$ cat config.mk
export PLATFORM = sky130hd
export DESIGN_NAME = vwrite_ctrl
export DESIGN_NICKNAME = d
export VERILOG_FILES = /design/src/logic/vwrite_pkg.sv /design/src/logic/vwrite_ctrl.sv
export SDC_FILE = /design/constraint.sdc
export NUM_CORES = 1
export LEC_CHECK = 0
export BUFFER_PORTS_ARGS = -buffer_cell sky130_fd_sc_hd__buf_2
export CORE_AREA = 2 2 39 41
export DETAILED_ROUTE_END_ITERATION = 6
export DIE_AREA = 0 0 41 43
export GPL_ROUTABILITY_DRIVEN = 0
export HOLD_SLACK_MARGIN = 0.03
export PLACE_DENSITY = 0.74
export SKIP_LAST_GASP = 1
export SYNTH_ARGS = -nofsm -noshare
export SYNTH_HDL_FRONTEND = slang
export SYNTH_SLANG_ARGS = --single-unit
$ cat constraint.sdc
create_clock -name clk -period 1.15 [get_ports clk]
set_input_delay 0.23 -clock clk [delete_from_list [all_inputs] [get_ports clk]]
set_output_delay 0.23 -clock clk [all_outputs]
set_load 0.05 [all_outputs]
$ cat src/logic/vwrite_pkg.sv
package vwrite_pkg;

   // datapath and databus word
   localparam int DATA_W = 32;

   // byte strobes per databus word
   localparam int STRB_W = DATA_W / 8;

   // buffer address, top bit doubles as the bank bit in ping-pong mode
   localparam int ADDR_W = 10;

   // period and duty fields of the address generators
   localparam int PERIOD_W = 8;

   // store side start delay
   localparam int DELAY_W = 7;

   // burst length and word count
   localparam int LEN_W = 8;

   // external byte address
   localparam int AXI_ADDR_W = 32;

   // words in the local buffer
   localparam int BUF_DEPTH = 1 << ADDR_W;

endpackage

$ cat src/logic/vwrite_ctrl.sv
`timescale 1ns/1ps

module vwrite_ctrl import vwrite_pkg::*; (
   input  logic              clk,
   input  logic              rst,
   input  logic              run_i,
   input  logic              pingpong_i,
   input  logic              store_done_i,
   input  logic              xfer_done_i,
   input  logic              write_enabled_i,
   input  logic [ADDR_W-1:0] store_addr_i,
   input  logic [ADDR_W-1:0] xfer_addr_i,
   output logic [ADDR_W-1:0] bank_store_addr_o,
   output logic [ADDR_W-1:0] bank_xfer_addr_o,
   output logic              done_o
);

   logic bank_q;
   logic xfer_fin_q;
   logic done_q;

   always_ff @(posedge clk or posedge rst) begin
      if (rst) begin
         bank_q     <= 1'b0;
         xfer_fin_q <= 1'b1;
         done_q     <= 1'b1;
      end else if (run_i) begin
         bank_q     <= pingpong_i && !bank_q;
         // a disabled transfer counts as finished right away
         xfer_fin_q <= !write_enabled_i;
         done_q     <= 1'b0;
      end else begin
         if (xfer_done_i) begin
            xfer_fin_q <= 1'b1;
         end
         done_q <= store_done_i && (xfer_fin_q || xfer_done_i);
      end
   end

   // store fills the current bank while the other one is sent out
   assign bank_store_addr_o = {pingpong_i ? bank_q : store_addr_i[ADDR_W-1],
                               store_addr_i[ADDR_W-2:0]};
   assign bank_xfer_addr_o  = {pingpong_i ? !bank_q : xfer_addr_i[ADDR_W-1],
                               xfer_addr_i[ADDR_W-2:0]};
   assign done_o            = done_q;

endmodule

==> results of run 1 <==
-- kinds of logic (layout without fill, tap and decap cells) --
group / count (synthesis) / after routing
flops: 3 / 3
buf+inv: 20 / 18
compound gates: 1 / 1
mux: 3 / 3
simple gates: 4 / 4
-- repair_timing --
item,4_1_cts,5_1_grt
endpoints found under the hold margin,1,0
endpoints found under the setup margin,3,2
hold buffers,1,0
gates resized for setup,6,0
-- flip-flops by register name (all words and copies together), names as in the netlist --
name        count
bank_q          1
done_o          1
xfer_fin_q      1
-- power groups by stage --
stage                     combinational, mW  clock, mW  sequential (mW)
after global placement               0.0858          0            0.125
after detailed placement             0.0866          0            0.126
after floorplan                       0.221          0            0.132
final                                 0.102      0.179            0.125
after global routing                  0.110      0.201            0.126
after CTS                             0.103      0.188            0.125
-- layer usage --
| layer | share of wire [%] | up-vias | GRT usage (%) |
|---|---|---|---|
| met5 | 0 | - | 0 |
| met4 | 0 | 0 | 0.667 |
| met3 | 20 | 0 | 7.85 |
| met2 | 40 | 16 | 7.81 |
| met1 | 40 | 64 | 4.18 |
| li1 | - | 76 | - |
-- worst max-delay path by stage --
| stage | startpoint | end | slack, ns | depth (start not counted) |
|---|---|---|---|---|
| 6_report | bank_q | bank_store_addr_o[9] | -0.15 | 2 |
| 2_1_floorplan | bank_q | bank_xfer_addr_o[9] | 0.15 | 1 |
| 4_1_cts | bank_q | bank_store_addr_o[9] | -0.16 | 2 |
| 3_5_place_dp | bank_q | bank_store_addr_o[9] | 0.04 | 2 |
| 5_1_grt | bank_q | bank_store_addr_o[9] | -0.19 | 2 |
| 3_3_place_gp | pingpong_i | bank_store_addr_o[9] | 0.04 | 3 |
-- cell usage after synthesis --
master                     n  area (µm²)
sky130_fd_sc_hd__nor2_1    1        3.75
sky130_fd_sc_hd__dfrtp_1   1        25.0
sky130_fd_sc_hd__a21oi_1   1        5.00
sky130_fd_sc_hd__mux2i_1   2        20.0
sky130_fd_sc_hd__mux2_4    1        15.0
sky130_fd_sc_hd__nand2_1   1        3.75
sky130_fd_sc_hd__buf_4    18         135
sky130_fd_sc_hd__inv_1     2        7.51
sky130_fd_sc_hd__nor3b_1   1        7.51
sky130_fd_sc_hd__dfstp_2   2        52.6
sky130_fd_sc_hd__nor3_1    1        5.00
-- layout make-up --
type	count	share of cell area [%]
Tap cell	16	6.96
Timing Repair Buffer	12	29.1
Inverter	2	2.61
Multi-Input combinational cell	8	25.2
Clock buffer	4	9.13
Sequential cell	3	27.0
-- metrics by stage --
stage | cell area (µm²) | power (mW)
3_3_place_gp | 233 | 0.211
4_1_cts | 288 | 0.416
5_1_grt | 288 | 0.437
3_5_place_dp | 233 | 0.212
2_1_floorplan | 293 | 0.353
6_report | 288 | 0.407
==> results by group, run 1 <==
Status
  – Run status: finished, violations left
  – Violated checks: negative setup slack

Final layout
  – Most frequent cells in the layout: 8 x sky130_fd_sc_hd__buf_2, 3 x sky130_fd_sc_hd__clkbuf_4, 3 x sky130_fd_sc_hd__buf_6
  – Final core utilization: 20.8%
  – N_diodes: 0
  – Area of the multi-input gates: 72.6 µm²
  – Sequential Area: 77.6 µm²
  – NumNets Final: 57
  – Cell Count, Final, Fillers Out: 45
  – Share of cells above drive strength 1: 62.1%
  – Number of filler cells placed in the layout: 145
  – Area Growth Syn to Fin: 2.68%
  – Most common library cell in the layout ignoring fill and taps: sky130_fd_sc_hd__buf_2

Min path
  – Endpoint of the worst hold path: xfer_fin_q
  – Launch point of the worst hold path: write_enabled_i
  – Class of the most critical hold timing path: in -> reg
  – Number of cells on the worst hold path: 2

Power
  – Flop pwr share: 30.8%
  – Part of the total power dissipated in combinational logic: 25.1%
  – Static Leakage: 0.138 nW
  – Highest ir drop seen on vdd: 822 µV
  – Net switching power: 112 µW
  – Switching power share of the total: 27.6%
  – Internal Dissipation: 294 µW
  – Power density cells: 1410 nW/µm²
  – Proportion of power drawn by the clock network: 44.1%

Clock network
  – Clock input transition at the sequential cells of the worst setup and hold paths: 0.04 ns
  – Library cell used as clock root buffer: sky130_fd_sc_hd__clkbuf_4
  – Buffer levels on the longest clock path: 2
  – Clock tree from TritonCTS: built
  – Total clock buffers created by CTS: 3
  – H-tree levels: 1
  – Num Clock Sinks: 3
  – Post-CTS Setup Bufs: 0
  – Insertion delay to the later sink of the worst-skew pair: 0.23 ns

Timing
  – Number of endpoints failing setup at the final stage: 2
  – Max Freq: 767 MHz
  – Post-route worst hold slack: 0.142 ns
  – RSZ-0062 raised after global routing: true
  – Count of final max-slew check failures: 0
  – Final period util: 113%
  – Count of final hold-check violations: 0
  – Rel. slew slack: 90.8%
  – Post-route clock skew: 0.0000127 ns
  – Setup_tns: -0.216 ns
  – Slew @ Worst Pin: 0.134 ns
  – Clock period minus worst slack: 1.30 ns
  – Final WS setup: -0.154 ns

Die
  – Chip width: 41 µm
  – Core region area: 1380 µm²
  – Number of top-level pins: 48
  – Initial Util: 20.3%
  – Die area: 1760 µm²
  – Number of core rows: 14
  – DIE HEIGHT: 43 µm

Route
  – First-pass DRT Iterations: 1
  – Detail-routed via count per cell: 3.47
  – Total vias in the final route: 156
  – Number of remaining DRC errors: 0
  – Wire length reported by the detailed router: 455 µm
  – Number of antenna-violating nets in the routed design: 0
  – DRC violation total after the first TritonRoute iteration: 0
  – Detailed-route wire length per cell: 10.1 µm

Placed design
  – Place WS: 0.0412 ns
  – IO Port Bufs: 11
  – Post-Place Cells: 40
  – HPWL after detailed placement: 341 µm

Critical path
  – Worst r2r src: xfer_fin_q
  – Crit path DAT: 1.07 ns
  – Critical-path cell with the highest stage delay: sky130_fd_sc_hd__dfrtp_1
  – Cell family with most CP delay: flip-flops
  – Critical-path maximum fanout: 3
  – Crit path cell chain: mux2_4 > buf_6
  – Element type at the critical path start: flip-flop
  – Worst setup path category: reg -> out
  – Critical Path Sink Type: primary output
  – Number of buffers and inverters on the critical path: 1
  – Maximum single-stage delay on the critical path: 0.42 ns
  – Depth of the worst register-to-register path: 2
  – Register-to-register setup slack: 0.33 ns
  – Critical Path RT: 0.92 ns
  – Terminus of the critical flop-to-flop path: done_o

Synth
  – Yosys reg bits: 3
  – Fraction of the mapped netlist area in adder cells: 0%
  – Seq/Total Area, Yosys: 27.7%
  – Simple-gate portion of the synthesized area: 7.14%
  – Ys Warns: 0
  – Synthesized-area fraction occupied by ao, oa, aoi and oai cells: 1.79%
  – Count of cell types in the netlist: 11
  – Synthesized area divided by synthesized cell count: 9.04 µm²
  – Xor-xnor portion of the synthesized cell area: 0%
  – Dominant combinational cell family by area after synthesis: buffers and inverters
  – Total standard cell area after synthesis: 280 µm²
  – Cell count after synthesis: 31
  – Post-synthesis mux area share: 12.5%
  – Net count after synthesis: 58

Global route
  – Wire length of the first global-routing pass: 572 µm
  – Total congestion overflow after global routing: 0
  – GRT Total Usage: 5.42%
  – Antenna violations before repair: 0
  – Vias in the first global route: 152
  – Largest net degree at the start of global routing: 6

Job
  – Count of max-cap constraint violations: 0
Power figures use the tool's default switching activity.
==> inputs of run 2 (changes only) <==
- PLACE_DENSITY: 0.74 -> 0.71
- SETUP_SLACK_MARGIN: default -> 0.1
- TNS_END_PERCENT: default -> 5
==> run 2 against run 1 <==
The run still ends with negative setup slack left. Worst hold slack better by 0.0046 ns. Critical path depth stayed put. Global-route usage is 1.2 points higher. Cell count stayed put. Utilization is 0.72 points lower. Sequential cell count stayed put. First-iteration DRC count is 1 higher. Clock power hardly changed. Worst setup slack better by 0.0017 ns. Clock-buffer cell count stayed put. Largest cell class is now flip-flops and latches.
==> results by group, run 2 (synthesized netlist as in run 1, its figures left out) <==
Status
  – Run status: finished, violations left (unchanged)
  – Violated checks: negative setup slack (unchanged)

Die
  – Number of core rows: 14 (unchanged)
  – Core region area: 1380 µm² (unchanged)
  – Chip width: 41 µm (unchanged)
  – Initial Util: 20.3% (unchanged)
  – DIE HEIGHT: 43 µm (unchanged)
  – Die area: 1760 µm² (unchanged)
  – Number of top-level pins: 48 (unchanged)

Critical path
  – Critical Path RT: 0.92 ns (about the same)
  – Crit path DAT: 1.07 ns (about the same)
  – Depth of the worst register-to-register path: 2 (unchanged)
  – Critical-path maximum fanout: 3 (unchanged)
  – Element type at the critical path start: flip-flop (unchanged)
  – Critical Path Sink Type: primary output (unchanged)
  – Worst setup path category: reg -> out (unchanged)

Global route
  – Total congestion overflow after global routing: 0 (unchanged)
  – GRT Total Usage: 6.63% (was 5.42%)
  – Vias in the first global route: 174 (was 152)
  – Wire length of the first global-routing pass: 655 µm (was 572 µm)
  – Largest net degree at the start of global routing: 6 (unchanged)
  – Antenna violations before repair: 0 (unchanged)

Clock network
  – Buffer levels on the longest clock path: 2 (unchanged)
  – Total clock buffers created by CTS: 3 (unchanged)
  – Insertion delay to the later sink of the worst-skew pair: 0.23 ns (about the same)
  – Clock tree from TritonCTS: built (unchanged)
  – Library cell used as clock root buffer: sky130_fd_sc_hd__clkbuf_4 (unchanged)
  – H-tree levels: 1 (unchanged)
  – Num Clock Sinks: 3 (unchanged)
  – Post-CTS Setup Bufs: 0 (unchanged)
  – Clock input transition at the sequential cells of the worst setup and hold paths: 0.04 ns (about the same)

Route
  – First-pass DRT Iterations: 2 (was 1)
  – Wire length reported by the detailed router: 466 µm (was 455 µm)
  – DRC violation total after the first TritonRoute iteration: 1 (was 0)
  – Total vias in the final route: 153 (was 156)
  – Detail-routed via count per cell: 3.40 (was 3.47)
  – Detailed-route wire length per cell: 10.4 µm (was 10.1 µm)
  – Number of antenna-violating nets in the routed design: 0 (unchanged)
  – Number of remaining DRC errors: 0 (unchanged)

Timing
  – Max Freq: 768 MHz (was 767 MHz)
  – Count of final hold-check violations: 0 (unchanged)
  – Slew @ Worst Pin: 0.262 ns (was 0.134 ns)
  – Number of endpoints failing setup at the final stage: 3 (was 2)
  – Rel. slew slack: 82.7% (was 90.8%)
  – Clock period minus worst slack: 1.30 ns (about the same)
  – Post-route clock skew: 0.0000391 ns (was 0.0000127 ns)
  – Final period util: 113% (about the same)
  – Count of final max-slew check failures: 0 (unchanged)
  – Setup_tns: -0.309 ns (was -0.216 ns)
  – Final WS setup: -0.153 ns (was -0.154 ns)
  – RSZ-0062 raised after global routing: true (unchanged)

Min path
  – Class of the most critical hold timing path: in -> reg (unchanged)
  – Number of cells on the worst hold path: 2 (unchanged)

Final layout
  – Cell Count, Final, Fillers Out: 45 (unchanged)
  – Share of cells above drive strength 1: 62.1% (unchanged)
  – Area Growth Syn to Fin: -0.893% (was 2.68%)
  – Most common library cell in the layout ignoring fill and taps: sky130_fd_sc_hd__buf_2 (unchanged)
  – Number of filler cells placed in the layout: 150 (was 145)
  – NumNets Final: 57 (unchanged)
  – Most frequent cells in the layout: 9 x sky130_fd_sc_hd__buf_2, 3 x sky130_fd_sc_hd__clkbuf_4, 2 x sky130_fd_sc_hd__inv_1, 2 x sky130_fd_sc_hd__dfstp_2 (was 8 x sky130_fd_sc_hd__buf_2, 3 x sky130_fd_sc_hd__clkbuf_4, 3 x sky130_fd_sc_hd__buf_6)
  – N_diodes: 0 (unchanged)

Placed design
  – Post-Place Cells: 40 (unchanged)
  – IO Port Bufs: 11 (unchanged)
  – HPWL after detailed placement: 348 µm (was 341 µm)

Power
  – Static Leakage: 0.136 nW (was 0.138 nW)
  – Power density cells: 1450 nW/µm² (was 1410 nW/µm²)
  – Highest ir drop seen on vdd: 791 µV (was 822 µV)

Job
  – Count of max-cap constraint violations: 0 (unchanged)
run 2: timing repair:
item | CTS | global route
hold endpoints to repair | 1 | 0
resized for setup | 3 | 0
setup endpoints to repair | 3 | 3
hold buffers | 1 | 0
run 2: worst max-delay path: stages (launching register included):
cell	delay, ns
sky130_fd_sc_hd__dfrtp_1	0.41
sky130_fd_sc_hd__mux2_4	0.28
sky130_fd_sc_hd__buf_6	0.15
run 2: final cells by class:
type | count | area [µm²] | share of cell area, %
Timing Repair Buffer | 12 | 73.8 | 26.6
Sequential cell | 3 | 77.6 | 27.9
Inverter | 2 | 7.51 | 2.70
Clock buffer | 4 | 26.3 | 9.46
Multi-Input combinational cell | 8 | 72.6 | 26.1
Tap cell | 16 | 20.0 | 7.21
run 2: path summary, 6_finish.rpt:
check,start,endpoint,slack [ns]
max in group asynchronous,rst,done_o,0.53
setup reg to reg,xfer_fin_q,done_o,0.32
hold / removal,write_enabled_i,xfer_fin_q,0.15
min in group asynchronous,rst,bank_q,0.41
hold reg to reg,xfer_fin_q,done_o,0.52
setup / recovery,bank_q,bank_store_addr_o[9],-0.15
run 2: layer usage:
metal / wire, µm / track usage (%)
met1: 165 / 5.16
met5: 0 / 0
met4: 5 / 5.33
met2: 187 / 7.50
met3: 108 / 9.42
run 2: stage by stage:
stage | setup WS (ns) | instance area, µm² | util, % | hold WS (ns) | power [mW]
floorplan | 0.152 | 293 | - | -0.0178 | 0.353
global placement | 0.0463 | 233 | 16.8 | 0.102 | 0.211
global route | -0.193 | 278 | 20.1 | 0.147 | 0.430
finish | -0.153 | 278 | 20.1 | 0.147 | 0.403
detailed placement | 0.0385 | 233 | 16.8 | 0.104 | 0.214
CTS | -0.164 | 278 | 20.1 | 0.139 | 0.412
run 2: where the power goes:
part	internal (mW)	switching [mW]
clock	0.130	0.0506
sequential	0.118	0.00664
combinational	0.0422	0.0557
==> inputs of run 3 (changes only) <==
- ABC_AREA: default -> 1
==> run 3 against run 2 <==
The run still ends with negative setup slack left. Critical path depth rose by 2. First-iteration DRC count did not move. Synthesized cell count rose by 16%. Sequential power barely moved. Non-clock buffer count rose by 1. Sequential cell count did not move. Area after synthesis fell by 1.3%.
==> results by group, run 3 <==
Status
  – Run status: finished, violations left (unchanged)
  – Violated checks: negative setup slack (unchanged)

Synth
  – Yosys reg bits: 3 (unchanged)
  – Prevailing post-synth register cell: sky130_fd_sc_hd__dfstp_2 (unchanged)
  – Net count after synthesis: 63 (was 58)
  – Total standard cell area after synthesis: 277 µm² (was 280 µm²)
  – Cell count after synthesis: 36 (was 31)
  – Number of synthesized flops with an enable pin: 0 (unchanged)
  – Top cells by area in the synthesized netlist: sky130_fd_sc_hd__buf_4 49%, sky130_fd_sc_hd__dfstp_2 19%, sky130_fd_sc_hd__dfrtp_1 9.0% (was sky130_fd_sc_hd__buf_4 48%, sky130_fd_sc_hd__dfstp_2 19%, sky130_fd_sc_hd__dfrtp_1 8.9%)
  – Synth area leader: sky130_fd_sc_hd__buf_4 (unchanged)
  – Cell with the most instances after synthesis: sky130_fd_sc_hd__buf_4 (unchanged)
  – Synthesized area divided by synthesized cell count: 7.68 µm² (was 9.04 µm²)
  – Synth async-reset ratio: 100% (unchanged)
  – Yosys top cell area share: 48.9% (was 48.2%)
  – Count of cell types in the netlist: 10 (was 11)
  – Ys Warns: 0 (unchanged)
  – Most common library cells after synthesis: 18 x sky130_fd_sc_hd__buf_4, 5 x sky130_fd_sc_hd__inv_1, 3 x sky130_fd_sc_hd__o21ai_0 (was 18 x sky130_fd_sc_hd__buf_4, 2 x sky130_fd_sc_hd__dfstp_2, 2 x sky130_fd_sc_hd__inv_1, 2 x sky130_fd_sc_hd__mux2i_1)
  – Seq/Total Area, Yosys: 28.1% (was 27.7%)

Min path
  – Class of the most critical hold timing path: in -> reg (unchanged)
  – Endpoint of the worst hold path: done_o (was xfer_fin_q)
  – Launch point of the worst hold path: store_done_i (was write_enabled_i)
  – Number of cells on the worst hold path: 3 (was 2)

Route
  – Detail-routed via count per cell: 3.76 (was 3.40)
  – Detailed-route wire length per cell: 8.96 µm (was 10.4 µm)
  – First-pass DRT Iterations: 2 (unchanged)
  – Wire length reported by the detailed router: 457 µm (was 466 µm)
  – Number of antenna-violating nets in the routed design: 0 (unchanged)
  – Total vias in the final route: 192 (was 153)
  – Number of remaining DRC errors: 0 (unchanged)
  – DRC violation total after the first TritonRoute iteration: 1 (unchanged)

Job
  – Count of max-cap constraint violations: 0 (unchanged)

Global route
  – Largest net degree at the start of global routing: 6 (unchanged)
  – GRT Total Usage: 6.44% (was 6.63%)
  – Total congestion overflow after global routing: 0 (unchanged)
  – Wire length of the first global-routing pass: 683 µm (was 655 µm)
  – Antenna violations before repair: 0 (unchanged)
  – Vias in the first global route: 182 (was 174)

Timing
  – Count of final hold-check violations: 0 (unchanged)
  – Final period util: 103% (was 113%)
  – Clock period minus worst slack: 1.18 ns (was 1.30 ns)
  – Max Freq: 846 MHz (was 768 MHz)
  – Post-route clock skew: 0.000961 ns (was 0.0000391 ns)
  – Number of endpoints failing setup at the final stage: 3 (unchanged)
  – Final WS setup: -0.0321 ns (was -0.153 ns)
  – Rel. slew slack: 89.3% (was 82.7%)
  – Slew @ Worst Pin: 0.159 ns (was 0.262 ns)
  – RSZ-0062 raised after global routing: true (unchanged)
  – Count of final max-slew check failures: 0 (unchanged)
  – Post-route worst hold slack: 0.189 ns (was 0.147 ns)

Clock network
  – Total clock buffers created by CTS: 3 (unchanged)
  – Num Clock Sinks: 3 (unchanged)
  – Clock input transition at the sequential cells of the worst setup and hold paths: 0.04 ns (about the same)
  – H-tree levels: 1 (unchanged)
  – Library cell used as clock root buffer: sky130_fd_sc_hd__clkbuf_4 (unchanged)
  – Buffer levels on the longest clock path: 2 (unchanged)
  – Clock tree from TritonCTS: built (unchanged)
  – Insertion delay to the later sink of the worst-skew pair: 0.23 ns (about the same)

Critical path
  – Critical-path cell with the highest stage delay: sky130_fd_sc_hd__dfrtp_1 (unchanged)
  – Depth of the worst register-to-register path: 2 (unchanged)
  – Register-to-register setup slack: 0.38 ns (was 0.32 ns)
  – Critical-path maximum fanout: 3 (unchanged)
  – Crit path DAT: 0.95 ns (was 1.07 ns)
  – Worst setup path category: reg -> out (unchanged)
  – Critical Path Sink Type: primary output (unchanged)
  – Terminus of the critical flop-to-flop path: xfer_fin_q (was done_o)
  – Crit path cell chain: inv_2 > nand2_2 > o21ai_2 > buf_6 (was mux2_4 > buf_6)
  – Worst r2r src: xfer_fin_q (unchanged)
  – Critical Path RT: 0.92 ns (about the same)
  – Element type at the critical path start: flip-flop (unchanged)
  – Maximum single-stage delay on the critical path: 0.36 ns (was 0.41 ns)

Power
  – Highest ir drop seen on vdd: 515 µV (was 791 µV)
  – Static Leakage: 0.148 nW (was 0.136 nW)
  – Power density cells: 1450 nW/µm² (about the same)
  – Tot Pwr: 408 µW (was 403 µW)

Die
  – Number of core rows: 14 (unchanged)
  – Number of top-level pins: 48 (unchanged)
  – Chip width: 41 µm (unchanged)
  – DIE HEIGHT: 43 µm (unchanged)
  – Die area: 1760 µm² (unchanged)
  – Core region area: 1380 µm² (unchanged)
  – Initial Util: 20.0% (was 20.3%)

Final layout
  – Final core utilization: 20.3% (was 20.1%)
  – NumNets Final: 63 (was 57)
  – Share of cells above drive strength 1: 60.0% (was 62.1%)
  – N_diodes: 0 (unchanged)
  – Area Growth Syn to Fin: 1.81% (was -0.893%)
  – Final standard cell area without fillers: 282 µm² (was 278 µm²)
  – Most common library cell in the layout ignoring fill and taps: sky130_fd_sc_hd__buf_2 (unchanged)
  – Most frequent cells in the layout: 8 x sky130_fd_sc_hd__buf_2, 4 x sky130_fd_sc_hd__inv_1, 3 x sky130_fd_sc_hd__clkbuf_4, 3 x sky130_fd_sc_hd__buf_4 (was 9 x sky130_fd_sc_hd__buf_2, 3 x sky130_fd_sc_hd__clkbuf_4, 2 x sky130_fd_sc_hd__inv_1, 2 x sky130_fd_sc_hd__dfstp_2)

Placed design
  – IO Port Bufs: 11 (unchanged)
  – Area post-placement: 224 µm² (was 233 µm²)
  – Place WS: 0.0856 ns (was 0.0385 ns)
## run 3: area by class of cell
type	count	area, µm²
Fill cell	160	1100
Tap cell	16	20.0
Inverter	5	18.8
Timing Repair Buffer	13	83.8
Clock buffer	4	26.3
Sequential cell	3	77.6
Multi-Input combinational cell	10	55.1
## run 3: where the power goes
group,switching (mW),internal [mW],leakage (nW)
Sequential,0.00307,0.119,0.0336
Clock,0.0523,0.130,0.0150
Combinational,0.0629,0.0411,0.0991
Total,0.118,0.290,0.148
## run 3: kinds of logic (layout without fill, tap and decap cells)
group | Yosys count | in the layout | share of synthesized area, %
buf+inv | 23 | 22 | 55.7
simple gates | 6 | 6 | 9.05
compound gates | 4 | 4 | 7.24
flops | 3 | 3 | 28.1
## run 3: worst max path at each step
stage / start / endpoint / slack [ns] / cells past startpoint
CTS: bank_q / bank_xfer_addr_o[9] / -0.04 / 4
detailed placement: bank_q / bank_xfer_addr_o[9] / 0.09 / 4
floorplan: bank_q / bank_store_addr_o[9] / 0.06 / 2
global route: bank_q / bank_xfer_addr_o[9] / -0.10 / 4
finish: bank_q / bank_xfer_addr_o[9] / -0.03 / 4
global placement: bank_q / bank_xfer_addr_o[9] / 0.1 / 4
## run 3: what timing repair did
item,CTS,global route
gates resized for setup,5,1
setup buffers,1,0
endpoints found under the hold margin,1,0
setup endpoints to repair,3,3
hold buffers,1,0
## run 3: routing by layer
metal | track usage [%] | vias up | wire [µm]
met5 | 0 | - | 0
met4 | 4.67 | 0 | 2
met3 | 6.28 | 2 | 83
met2 | 8.13 | 17 | 193
met1 | 6.15 | 84 | 177
li1 | - | 89 | -
## run 3: per-stage QoR
step | TNS, ns | cells
2_1_floorplan | 0 | 36
3_3_place_gp | 0 | 45
3_5_place_dp | 0 | 45
4_1_cts | -0.0768 | 51
5_1_grt | -0.213 | 51
6_report | -0.0417 | 51
## run 3: worst max-delay path: cells and delay by family (launching register included)
family,cells,cell delay (ns)
DFF,1,0.36
buffers and inverters,2,0.25
AOI/OAI and AO/OA,1,0.06
and+or+nand+nor,1,0.05
